===== src/design/bridge_settings.svh =====
// axi4-lite to apb bridge widths, slave map and timeout
`ifndef BRIDGE_SETTINGS_SVH
`define BRIDGE_SETTINGS_SVH

// bus widths
`define ADDR_W          32
`define DATA_W          32
`define STRB_W          4

// slave map
`define NUM_SLAVES      4
`define SLAVE_IDX_W     2
`define OFFSET_W        8  // 256 byte region per slave
`define TAG_W           (`ADDR_W - `SLAVE_IDX_W - `OFFSET_W)
`define BASE_TAG        22'h000100  // 0x0004_0000 .. 0x0004_03ff

// access cycles without pready before the bridge gives up
`define TIMEOUT_CYCLES  10

`endif


===== src/design/axi_lite_pkg.sv =====
// axi4-lite side types shared by the front end and the apb sequencer
`default_nettype none

`include "bridge_settings.svh"

package axi_lite_pkg;

  typedef enum logic [1:0] {
    OKAY   = 2'b00,
    SLVERR = 2'b10,
    DECERR = 2'b11
  } resp_e;

  // front end to sequencer
  typedef struct packed {
    logic               write;
    logic [`ADDR_W-1:0] addr;
    logic [`DATA_W-1:0] wdata;
    logic [`STRB_W-1:0] strb;
  } xfer_req_t;

  // sequencer back to front end
  typedef struct packed {
    logic [`DATA_W-1:0] rdata;
    resp_e              resp;
  } xfer_rsp_t;

endpackage

`default_nettype wire


===== src/design/apb_pkg.sv =====
// apb side types for the address map and slave responses
`default_nettype none

`include "bridge_settings.svh"

package apb_pkg;

  typedef struct packed {
    logic [`TAG_W-1:0]       tag;     // must match base tag
    logic [`SLAVE_IDX_W-1:0] idx;
    logic [`OFFSET_W-1:0]    offset;
  } apb_addr_fields_t;

  // same word seen as a flat address or as its decode fields
  typedef union packed {
    logic [`ADDR_W-1:0] raw;
    apb_addr_fields_t   fld;
  } apb_addr_u;

  // what one slave drives back
  typedef struct packed {
    logic [`DATA_W-1:0] prdata;
    logic               pready;
    logic               pslverr;
  } apb_slv_rsp_t;

  // response of the addressed slave, as seen by the sequencer
  typedef struct packed {
    logic [`DATA_W-1:0] prdata;
    logic               pready;
    logic               pslverr;
    logic               miss;    // no region matched
  } apb_sel_rsp_t;

endpackage

`default_nettype wire


===== src/design/axi_lite_slave.sv =====
// axi4-lite slave front end, captures one transfer and holds its response
`timescale 1ns/100ps
`default_nettype none

`include "bridge_settings.svh"

module axi_lite_slave (
  input  logic                    s_axi_clk,
  input  logic                    s_axi_aresetn,
  input  logic [`ADDR_W-1:0]      awaddr,
  input  logic                    awvalid,
  output logic                    awready,
  input  logic [`DATA_W-1:0]      wdata,
  input  logic [`STRB_W-1:0]      wstrb,
  input  logic                    wvalid,
  output logic                    wready,
  output logic [1:0]              bresp,
  output logic                    bvalid,
  input  logic                    bready,
  input  logic [`ADDR_W-1:0]      araddr,
  input  logic                    arvalid,
  output logic                    arready,
  output logic [`DATA_W-1:0]      rdata,
  output logic [1:0]              rresp,
  output logic                    rvalid,
  input  logic                    rready,
  output logic                    req,
  output axi_lite_pkg::xfer_req_t xfer_req,
  input  logic                    ack,
  input  axi_lite_pkg::xfer_rsp_t xfer_rsp
);

  typedef enum logic [1:0] {
    IDLE,
    COLLECT,
    REQUEST,
    RESPOND
  } state_e;

  state_e                  state;
  logic                    live;      // first cycle out of reset seen
  logic                    aw_held;
  logic                    w_held;
  logic                    is_write;
  logic [`ADDR_W-1:0]      addr_q;
  logic [`DATA_W-1:0]      wdata_q;
  logic [`STRB_W-1:0]      strb_q;
  axi_lite_pkg::xfer_rsp_t rsp_q;
  logic                    idle_open;
  logic                    collecting;
  logic                    ar_fire;
  logic                    aw_fire;
  logic                    w_fire;
  logic                    aw_done;
  logic                    w_done;
  logic                    rsp_taken;

  assign idle_open  = live && (state == IDLE);
  assign collecting = (idle_open && !arvalid) || (state == COLLECT);  // read wins in idle

  assign arready = idle_open;
  assign awready = collecting && !aw_held;
  assign wready  = collecting && !w_held;

  assign ar_fire   = arvalid && arready;
  assign aw_fire   = awvalid && awready;
  assign w_fire    = wvalid && wready;
  assign aw_done   = aw_held || aw_fire;
  assign w_done    = w_held || w_fire;
  assign rsp_taken = (bvalid && bready) || (rvalid && rready);

  always_ff @(posedge s_axi_clk or negedge s_axi_aresetn) begin
    if (!s_axi_aresetn) begin
      state    <= IDLE;
      live     <= 1'b0;
      aw_held  <= 1'b0;
      w_held   <= 1'b0;
      is_write <= 1'b0;
      req      <= 1'b0;
      bvalid   <= 1'b0;
      rvalid   <= 1'b0;
    end else begin
      live <= 1'b1;
      case (state)
        IDLE, COLLECT: begin
          if (ar_fire) begin
            is_write <= 1'b0;
            req      <= 1'b1;
            state    <= REQUEST;
          end else if (aw_done && w_done) begin
            aw_held  <= 1'b0;
            w_held   <= 1'b0;
            is_write <= 1'b1;
            req      <= 1'b1;
            state    <= REQUEST;
          end else if (aw_fire || w_fire) begin
            aw_held <= aw_done;  // one half in, wait for the other
            w_held  <= w_done;
            state   <= COLLECT;
          end
        end
        REQUEST: begin
          if (ack) begin
            req    <= 1'b0;
            bvalid <= is_write;
            rvalid <= !is_write;
            state  <= RESPOND;
          end
        end
        RESPOND: begin
          if (rsp_taken) begin
            bvalid <= 1'b0;
            rvalid <= 1'b0;
            state  <= IDLE;
          end
        end
        default: state <= IDLE;
      endcase
    end
  end

  always_ff @(posedge s_axi_clk) begin
    if (ar_fire) begin
      addr_q <= araddr;
    end else if (aw_fire) begin
      addr_q <= awaddr;
    end
    if (w_fire) begin
      wdata_q <= wdata;
      strb_q  <= wstrb;
    end
    if (state == REQUEST && ack) begin
      rsp_q <= xfer_rsp;
    end
  end

  assign xfer_req = '{write: is_write, addr: addr_q, wdata: wdata_q, strb: strb_q};

  assign bresp = rsp_q.resp;
  assign rresp = rsp_q.resp;
  assign rdata = rsp_q.rdata;

  // four-phase link, a new request waits for the previous ack to drop
  a_req_after_ack_low : assert property (
    @(posedge s_axi_clk) disable iff (!s_axi_aresetn)
    $rose(req) |-> !ack
  );

endmodule

`default_nettype wire


===== src/design/apb_master.sv =====
// apb sequencer, one setup/access transfer per request with wait-state timeout
`timescale 1ns/100ps
`default_nettype none

`include "bridge_settings.svh"

module apb_master (
  input  logic                    s_axi_clk,
  input  logic                    s_axi_aresetn,
  input  logic                    req,
  input  axi_lite_pkg::xfer_req_t xfer_req,
  output logic                    ack,
  output axi_lite_pkg::xfer_rsp_t xfer_rsp,
  output apb_pkg::apb_addr_u      addr,
  output logic                    active,
  input  apb_pkg::apb_sel_rsp_t   sel_rsp,
  output logic [`ADDR_W-1:0]      paddr,
  output logic                    pwrite,
  output logic [`DATA_W-1:0]      pwdata,
  output logic [`STRB_W-1:0]      pstrb,
  output logic                    penable
);

  localparam int TMO_W = $clog2(`TIMEOUT_CYCLES);

  typedef enum logic [1:0] {
    IDLE,
    SETUP,
    ACCESS,
    DONE
  } state_e;

  state_e           state;
  logic [TMO_W-1:0] wait_cnt;
  logic             start;
  logic             miss_start;
  logic             timed_out;
  logic             access_end;

  // decoder looks at the pending request while still idle
  assign addr.raw = xfer_req.addr;

  assign active     = (state == SETUP) || (state == ACCESS);
  assign start      = (state == IDLE) && req && !ack;
  assign miss_start = start && sel_rsp.miss;
  assign timed_out  = (wait_cnt == TMO_W'(`TIMEOUT_CYCLES - 1));
  assign access_end = (state == ACCESS) && (sel_rsp.pready || timed_out);

  always_ff @(posedge s_axi_clk or negedge s_axi_aresetn) begin
    if (!s_axi_aresetn) begin
      state    <= IDLE;
      ack      <= 1'b0;
      penable  <= 1'b0;
      wait_cnt <= '0;
    end else begin
      case (state)
        IDLE: begin
          if (miss_start) begin
            ack   <= 1'b1;  // decerr, no apb cycle
            state <= DONE;
          end else if (start) begin
            state <= SETUP;
          end
        end
        SETUP: begin
          penable  <= 1'b1;
          wait_cnt <= '0;
          state    <= ACCESS;
        end
        ACCESS: begin
          if (access_end) begin
            penable <= 1'b0;
            ack     <= 1'b1;
            state   <= DONE;
          end else begin
            wait_cnt <= wait_cnt + 1'b1;
          end
        end
        DONE: begin
          if (!req) begin
            ack   <= 1'b0;
            state <= IDLE;
          end
        end
        default: state <= IDLE;
      endcase
    end
  end

  always_ff @(posedge s_axi_clk) begin
    if (start) begin
      paddr  <= xfer_req.addr;
      pwrite <= xfer_req.write;
      pwdata <= xfer_req.wdata;
      pstrb  <= xfer_req.write ? xfer_req.strb : '0;  // apb4 wants zero strobes on reads
    end
    if (miss_start) begin
      xfer_rsp <= '{rdata: '0, resp: axi_lite_pkg::DECERR};
    end else if (state == ACCESS && sel_rsp.pready) begin
      xfer_rsp <= '{
        rdata: sel_rsp.prdata,
        resp:  sel_rsp.pslverr ? axi_lite_pkg::SLVERR : axi_lite_pkg::OKAY
      };
    end else if (access_end) begin
      xfer_rsp <= '{rdata: '0, resp: axi_lite_pkg::SLVERR};  // stalled slave
    end
  end

  a_penable_in_transfer : assert property (
    @(posedge s_axi_clk) disable iff (!s_axi_aresetn)
    penable |-> active
  );

  // address and write payload fixed from setup through the last access cycle
  a_payload_stable : assert property (
    @(posedge s_axi_clk) disable iff (!s_axi_aresetn)
    penable |-> $stable({paddr, pwrite, pwdata})
  );

endmodule

`default_nettype wire


===== src/design/apb_slave_decoder.sv =====
// apb region decoder, raises psel and returns the addressed slave's response
`timescale 1ns/100ps
`default_nettype none

`include "bridge_settings.svh"

module apb_slave_decoder (
  input  apb_pkg::apb_addr_u    addr,
  input  logic                  active,
  input  apb_pkg::apb_slv_rsp_t slv_rsp [`NUM_SLAVES],
  output logic [`NUM_SLAVES-1:0] psel,
  output apb_pkg::apb_sel_rsp_t sel_rsp
);

  logic                  hit;
  apb_pkg::apb_slv_rsp_t picked;

  assign hit    = (addr.fld.tag == `BASE_TAG);
  assign picked = slv_rsp[addr.fld.idx];

  always_comb begin
    psel = '0;
    if (active && hit) begin
      psel[addr.fld.idx] = 1'b1;
    end
  end

  assign sel_rsp = '{
    prdata:  picked.prdata,
    pready:  picked.pready,
    pslverr: picked.pslverr,
    miss:    !hit
  };

  // never two slaves at once, and never a slave for a missed address
  always_comb begin
    a_psel_onehot : assert ($onehot0(psel) && !((|psel) && sel_rsp.miss));
  end

endmodule

`default_nettype wire


===== src/design/axi_apb_bridge.sv =====
// axi4-lite to apb bridge top level
`timescale 1ns/100ps
`default_nettype none

`include "bridge_settings.svh"

module axi_apb_bridge (
  input  logic                    s_axi_clk,
  input  logic                    s_axi_aresetn,
  input  logic [`ADDR_W-1:0]      s_axi_awaddr,
  input  logic                    s_axi_awvalid,
  output logic                    s_axi_awready,
  input  logic [`DATA_W-1:0]      s_axi_wdata,
  input  logic [`STRB_W-1:0]      s_axi_wstrb,
  input  logic                    s_axi_wvalid,
  output logic                    s_axi_wready,
  output logic [1:0]              s_axi_bresp,
  output logic                    s_axi_bvalid,
  input  logic                    s_axi_bready,
  input  logic [`ADDR_W-1:0]      s_axi_araddr,
  input  logic                    s_axi_arvalid,
  output logic                    s_axi_arready,
  output logic [`DATA_W-1:0]      s_axi_rdata,
  output logic [1:0]              s_axi_rresp,
  output logic                    s_axi_rvalid,
  input  logic                    s_axi_rready,
  output logic [`ADDR_W-1:0]      m_apb_paddr,
  output logic [`NUM_SLAVES-1:0]  m_apb_psel,
  output logic                    m_apb_penable,
  output logic                    m_apb_pwrite,
  output logic [`DATA_W-1:0]      m_apb_pwdata,
  output logic [`STRB_W-1:0]      m_apb_pstrb,
  input  apb_pkg::apb_slv_rsp_t   m_apb_rsp [`NUM_SLAVES]
);

  logic                    req;
  logic                    ack;
  axi_lite_pkg::xfer_req_t xfer_req;
  axi_lite_pkg::xfer_rsp_t xfer_rsp;
  apb_pkg::apb_addr_u      apb_addr;
  logic                    apb_active;
  apb_pkg::apb_sel_rsp_t   sel_rsp;

  axi_lite_slave i_axi_lite_slave (
    .s_axi_clk     (s_axi_clk),
    .s_axi_aresetn (s_axi_aresetn),
    .awaddr        (s_axi_awaddr),
    .awvalid       (s_axi_awvalid),
    .awready       (s_axi_awready),
    .wdata         (s_axi_wdata),
    .wstrb         (s_axi_wstrb),
    .wvalid        (s_axi_wvalid),
    .wready        (s_axi_wready),
    .bresp         (s_axi_bresp),
    .bvalid        (s_axi_bvalid),
    .bready        (s_axi_bready),
    .araddr        (s_axi_araddr),
    .arvalid       (s_axi_arvalid),
    .arready       (s_axi_arready),
    .rdata         (s_axi_rdata),
    .rresp         (s_axi_rresp),
    .rvalid        (s_axi_rvalid),
    .rready        (s_axi_rready),
    .req           (req),
    .xfer_req      (xfer_req),
    .ack           (ack),
    .xfer_rsp      (xfer_rsp)
  );

  apb_master i_apb_master (
    .s_axi_clk     (s_axi_clk),
    .s_axi_aresetn (s_axi_aresetn),
    .req           (req),
    .xfer_req      (xfer_req),
    .ack           (ack),
    .xfer_rsp      (xfer_rsp),
    .addr          (apb_addr),
    .active        (apb_active),
    .sel_rsp       (sel_rsp),
    .paddr         (m_apb_paddr),
    .pwrite        (m_apb_pwrite),
    .pwdata        (m_apb_pwdata),
    .pstrb         (m_apb_pstrb),
    .penable       (m_apb_penable)
  );

  apb_slave_decoder i_apb_slave_decoder (
    .addr    (apb_addr),
    .active  (apb_active),
    .slv_rsp (m_apb_rsp),
    .psel    (m_apb_psel),
    .sel_rsp (sel_rsp)
  );

endmodule

`default_nettype wire


===== config.mk =====
export PLATFORM = sky130hd
export DESIGN_NAME = axi_apb_bridge
export DESIGN_NICKNAME = d
export VERILOG_FILES = /design/src/design/axi_lite_pkg.sv /design/src/design/apb_pkg.sv /design/src/design/axi_lite_slave.sv /design/src/design/apb_master.sv /design/src/design/apb_slave_decoder.sv /design/src/design/axi_apb_bridge.sv
export VERILOG_INCLUDE_DIRS = /design/src /design/src/design
export SDC_FILE = /design/constraint.sdc
export NUM_CORES = 1
export LEC_CHECK = 0
export ABC_AREA = 1
export BUFFER_PORTS_ARGS = -buffer_cell sky130_fd_sc_hd__buf_2
export CAP_MARGIN = 20
export CORE_MARGIN = 8
export CORE_UTILIZATION = 52
export DETAILED_ROUTE_END_ITERATION = 8
export PLACE_DENSITY = 0.83
export SYNTH_ARGS = -nofsm -noshare
export SYNTH_HDL_FRONTEND = slang
export SYNTH_SLANG_ARGS = --single-unit

===== constraint.sdc =====
create_clock -name s_axi_clk -period 9.3 [get_ports s_axi_clk]
set_input_delay 0.465 -clock s_axi_clk [delete_from_list [all_inputs] [get_ports s_axi_clk]]
set_output_delay 0.465 -clock s_axi_clk [all_outputs]
set_load 0.05 [all_outputs]

After elaboration in Yosys (flattened, before gate mapping)
Index checks and enable logic that the tools add are counted.
{ "totals": {"regBits": 222, "word_cells": 141, "input_bits": 243, "out_inout_bits": 115} }
{ "classes": {"n_reduce_logical": 51, "n_lt_le_gt_ge": 3, "addsub": 1, "muxes": 44, "bitwise_logic": 2, "n_eq_ne": 17} }
{ "ops": {"columns": ["op", "n"], "rows": [
  ["$mux W34", 4],
  ["$bmux W34 S2", 1],
  ["$mux W32", 2],
  ["$eq A22 B9 Y1 const B", 1],
  ["$mux W2", 10],
  ["$logic_and A1 B1 Y1", 18],
  ["$mux W1", 16],
  ["$reduce_and A3 Y1", 5],
  ["$reduce_bool A2 Y1", 7],
  ["$eq A2 B2 Y1 const B", 4],
  ["$mux W4", 2],
  ["$ne A2 B1 Y1 const B", 4],
  ["$pmux W1 S2", 4],
  ["$pmux W2 S4", 1],
  ["$pmux W4 S2", 1],
  ["$logic_or A1 B1 Y1", 7],
  ["$logic_not A1 Y1", 6],
  ["$ne A3 B1 Y1 const B", 2],
  ["$pmux W2 S3", 1],
  ["$reduce_and A2 Y1", 3],
  ["$add A4 B1 Y4 const B", 1],
  ["$eq A2 B1 Y1 const B", 2],
  ["$eq A4 B4 Y1 const B", 1],
  ["$logic_not A2 Y1", 2],
  ["12 further kinds", 13]
]} }

Depth between registers and ports, before layout
{ "logic_depth": {"ltp_word": 11, "mapped_depth": 11, "depth_no_buf": 10} }

By module
From an unflattened synthesis, not the netlist that was laid out.
{ "unflattened": {"cells_unflattened": 802, "area_unflattened_um2": 9110.0} }
{ "by_module_without_submodules": {"columns": ["mod", "cells_each", "seq_area_each_um2", "area_per_inst_um2", "n_inst"], "rows": [
  ["apb_master", 323, 2952.8, 4101.4, 1],
  ["axi_lite_slave", 287, 3288.2, 4090.2, 1],
  ["apb_slave_decoder", 192, 0.0, 918.4, 1]
]} }

Worst setup path before layout
Ideal clock, no wire load.
{ "synth_path": {"path_type": "reg-to-reg", "from": "register i_apb_master.state[0]", "to": "register i_apb_master.xfer_rsp[10] (netlist name)", "stages_incl_launch_ff": 9, "period_less_slack_ns": 3.114, "t_required_ns": 9.168, "setup_time_ns": 0.132, "arrival_ns": 2.982, "n_path_buf": 1, "path_slack_ns": 6.186, "cell_sequence": "dfrtp_1 inv_1 ha_1 nand3_1 inv_1 nand2_1 inv_1 clkbuf_1 a21oi_1"} }
{ "synth_via": {"elab_chain_len": 4, "word_cells_on_any_way": 9, "classes_between": "eq/ne (1); mux (1); reduce/logical (7)"} }
{ "synth_lines": {"columns": ["item", "line", "source"], "rows": [
  ["from (decl)", "apb_master.sv:33", "state_e state;"],
  ["from (signal assigned)", "apb_master.sv:51", "state <= IDLE;"],
  ["from (signal assigned)", "apb_master.sv:60", "state <= DONE;"],
  ["from (signal assigned)", "apb_master.sv:62", "state <= SETUP;"],
  ["$logic_not A2 Y1", "apb_master.sv:44", "assign start = (state == IDLE) && req && !ack;"],
  ["$logic_and A1 B1 Y1 (2 in series)", "apb_master.sv:44", null],
  ["$logic_and A1 B1 Y1", "apb_master.sv:45", "assign miss_start = start && sel_rsp.miss;"]
]} }
Several ways; a longest one is shown, not always the timed one.
A chain may end at the register's enable or synchronous reset.

Final worst setup path
{ "layout_path": {"from": "register i_axi_lite_slave.state[0]", "to": "register i_axi_lite_slave.addr_q[16] (enable)"} }
{ "layout_via": {"elab_chain_len": 7, "word_cells_on_any_way": 9, "classes_between": "eq/ne (1); reduce/logical (8)"} }
{ "layout_lines": {"columns": ["item", "line", "source"], "rows": [
  ["from (decl)", "axi_lite_slave.sv:40", "state_e state;"],
  ["from (signal assigned)", "axi_lite_slave.sv:74", "state <= IDLE;"],
  ["from (signal assigned)", "axi_lite_slave.sv:89", "state <= REQUEST;"],
  ["from (signal assigned)", "axi_lite_slave.sv:95", "state <= REQUEST;"],
  ["$logic_not A2 Y1", "axi_lite_slave.sv:58", "assign idle_open = live && (state == IDLE);"],
  ["$logic_and A1 B1 Y1", "axi_lite_slave.sv:58", null],
  ["$logic_and A1 B1 Y1", "axi_lite_slave.sv:59", "assign collecting = (idle_open && !arvalid) || (state == COLLECT);"],
  ["$logic_or A1 B1 Y1", "axi_lite_slave.sv:59", null],
  ["$logic_and A1 B1 Y1", "axi_lite_slave.sv:62", "assign awready = collecting && !aw_held;"],
  ["$logic_and A1 B1 Y1", "axi_lite_slave.sv:66", "assign aw_fire = awvalid && awready;"],
  ["$reduce_bool A2 Y1 (no source line) (*)", null, null],
  ["to (signal assigned)", "axi_lite_slave.sv:124", "addr_q <= araddr;"],
  ["to (signal assigned)", "axi_lite_slave.sv:126", "addr_q <= awaddr;"],
  ["to (decl)", "axi_lite_slave.sv:45", "logic [`ADDR_W-1:0] addr_q;"]
]} }
Every way passes the cells marked *; elsewhere a longest branch is shown, timed or not.

==> metrics.md <==
| Metric | Value |
|---|---|
| Status | `finished, final reports clean` |
| Clock transition at path regs | `0.06 ns` |
| Crit path max fanout | `34` |
| Sw Pwr | `1290 uW` |
| Post-Place Cells | `1,310` |
| DRC | `0` |
| Pwr Total | `3500 uW` |
| Die H | `146 um` |
| Fin. max-slew vios | `0` |
| Critical Path Start Type | `register` |
| Gr usage total | `23.5%` |
| Routed via count | `7,069` |
| Synthesized cell area | `8720 um^2` |
| Critical path's slowest cell | `clkinv_1` |
| Pre-CTS WS | `6.38 ns` |
| Fmax | `342 MHz` |
| WP data required | `9.44 ns` |
| Clk pwr share | `25.5%` |
| Leakage dissipation | `0.00514 uW` |
| Most common cell on crit path | `nand2_1` |
| Crit path from | `i_axi_lite_slave.state[0]` |
| Period utilization | `31.4%` |
| #FFs+latches synth | `222` |
| Fin area | `11,500 um^2` |
| Nets | `1,366` |
| Drt pass-1 iters | `5` |
| Cells along the critical path | `nor2_1 -> nand2_1 -> nor2_2 -> buf_8 -> clkinv_1 -> nand2_1 -> buf_4` |
| Synth cell types | `31` |
| Net Count, Synth | `1,009` |
| Setup Skew | `0.00723 ns` |
| WP buf/inv | `3` |
| Setup ws final | `6.38 ns` |
| Post-CTS Setup Inserts | `0` |
| DR WL/cell | `19.4 um` |
| Latest clock arrival within the worst-skew pair | `0.49 ns` |
| Cells after synthesis | `759` |
| Die footprint | `21,200 um^2` |
| RSZ-0062 raised after global routing | `false` |
| Initial drt markers | `553` |
| Endpoint class of the critical path | `register` |
| Port buffer count | `357` |
| Vias per cell | `5.22` |
| Hold Startpoint | `s_axi_wdata[29]` |
| Die Width | `146 um` |
| Post-Route WL | `26.2 mm` |
| Clock buffer depth | `3` |
| Number of global-route vias before repair | `7,265` |
| Net Sw Frac | `36.8%` |
| Finished Layout Cells | `1,354` |
| Slew margin rel. | `31.9%` |
| Largest net degree at the start of global routing | `70` |
| Row cnt | `47` |
| Overall overflow remaining after global route | `0` |
| Reg2reg start | `i_axi_lite_slave.state[0]` |
| Comb pwr share | `31.1%` |
| Worst IR Drop VDD | `0.000184 V` |
| Global-route wire length before repair | `39.5 mm` |
| Dpl hpwl | `19.4 mm` |
| Antenna viol nets, final | `0` |
| Core area | `16,500 um^2` |
| Placed inst area | `10,700 um^2` |
| Power Dens Cells | `305 nW/um^2` |
| Internal Power | `2210 uW` |
| CTS root buf | `clkbuf_16` |
| Worst Hold Class | `in -> reg` |
| Critical path class | `reg -> reg` |
| Placer congestion estimate | `0.884` |
| Fin Setup TNS | `0 ns` |
| Maxcap violations | `0` |
| CTS tree | `done` |
| Sequential share of power | `43.4%` |
| Final setup viols | `0` |
| Total CTS buffers | `22` |
| Seq/Total Area, Yosys | `71.6%` |
| Synth-to-Final Area Change | `31.6%` |
| Crit path largest cell delay | `0.73 ns` |
| Initial antenna violation count | `2` |
| I/O pins | `358` |
| CP delay by family, top | `buffers and inverters` |
| Final hold vios | `0` |
| Tmin final | `2.92 ns` |
| Layout cell share with drive strength beyond 1 | `36.7%` |
| Clock Sink Count | `222` |
| Post-synthesis area per instance | `11.5 um^2` |
| Yosys warnings | `0` |
| Starting Density | `53.0%` |
| Data arrival, critical path | `3.06 ns` |
| H-tree levels | `1` |
| Worst Max-Slew Pin Slew | `1.02 ns` |
## routing by layer
metal | part of all wire [%] | up-vias | wire [um] | global-route usage, %
met4 | 3.6 | 0 | 951 | 9.32
li1 | - | 3341 | - | -
met5 | 0 | - | 0 | 0
met3 | 6.6 | 65 | 1720 | 3.98
met2 | 54 | 343 | 14200 | 43.3
met1 | 36 | 3320 | 9370 | 26.6
## cells in the mapped netlist (all sizes together)
library cell  count  share of area [%]
dfxtp            34                7.8
o21a              1              0.086
ha                7                1.0
o21ai            10               0.70
clkinv            1              0.043
dfrtp            17                4.9
o21bai            1              0.086
nand3b            1              0.086
a22oi            33                2.8
nor3              3               0.17
xor2              1               0.10
o22ai             2               0.14
nand4             6               0.43
clkbuf           15               0.65
a21oi            34                2.0
or2               2               0.14
edfxtp          171                 59
conb              1              0.043
nand2           258                 11
nor2             25                1.1
buf              19                1.4
inv              35                1.5
nand3            82                4.7
## kinds of logic after synthesis
group                      synth area share (%)
DFF                                        71.6
AOI/OAI and AO/OA                          5.81
and+or+nand+nor                            17.9
buffers and inverters                      3.57
xor gates and xnor gates                  0.100
adders and majority gates                  1.00
other                                    0.0430
## timing repair
| action | CTS | global route |
|---|---|---|
| resized for setup | 0 | 0 |
| hold buffers | 1 | 0 |
| endpoints found under the hold margin | 17 | 0 |
## power groups by stage
| stage | registers (uW) | logic [uW] | clock network (uW) |
|---|---|---|---|
| 3_5_place_dp | 1540 | 1070 | 0 |
| 6_report | 1520 | 1090 | 894 |
| 4_1_cts | 1520 | 1080 | 912 |
| 3_3_place_gp | 1520 | 1040 | 0 |
| 5_1_grt | 1550 | 1180 | 946 |
| 2_1_floorplan | 1830 | 459 | 0 |
## sequential cells by signal, indices dropped and copies added, names as in the netlist, 2 cells and up
| signal | count |
|---|---|
| i_apb_master.wait_cnt | 4 |
| i_axi_lite_slave.wdata_q | 32 |
| i_axi_lite_slave.rdata | 32 |
| i_apb_master.xfer_rsp | 34 |
| i_apb_master.pwdata | 32 |
| i_axi_lite_slave.state | 2 |
| i_apb_master.pstrb | 4 |
| i_axi_lite_slave.bresp | 2 |
| i_apb_master.paddr | 32 |
| i_axi_lite_slave.addr_q | 32 |
| i_apb_master.state | 2 |
| i_axi_lite_slave.strb_q | 4 |
## layout make-up
class	count	area [um^2]
repair buffers	367	1900
well taps	220	275
multi-input cells	467	2180
clock inverters	12	106
inverters	36	135
clock buffers	28	636
flip-flops and latches	222	6240
fillers	1185	4990
diodes	2	5.00
## path summary, 6_finish.rpt
path                                                     end  slack (ns)  cells after the start
max in group asynchronous            i_axi_lite_slave.rvalid        8.59                      2
worst min register to register         i_apb_master.paddr[3]        0.42                      0
worst max register to register   i_axi_lite_slave.addr_q[16]        6.38                      7
min in group asynchronous            i_axi_lite_slave.bvalid        0.43                      2
worst max-delay path             i_axi_lite_slave.addr_q[16]        6.38                      7
worst min-delay path            i_axi_lite_slave.wdata_q[29]        0.15                      1
## cells in the final DEF, fill, tap and decap left out, types with 9 or more instances in the layout
master	synthesis	final
inv_1	33	32
a21oi_1	34	34
nand2_1	255	255
nor2_1	23	20
a22oi_1	33	33
o21ai_0	9	9
clkbuf_16	0	24
dfxtp_1	34	34
buf_2	12	357
dfrtp_1	17	17
edfxtp_1	171	171
nand3_1	82	82
## metrics by stage
| step | hold WS [ns] | util, % |
|---|---|---|
| after detailed placement | 0.405 | 65.0 |
| after CTS | 0.124 | 69.6 |
| after floorplan | 0.169 | - |
| after global placement | 0.400 | 64.7 |
| after global routing | 0.127 | 69.7 |
| final | 0.146 | 69.7 |
Note: power is estimated with default switching activity, not from simulation.
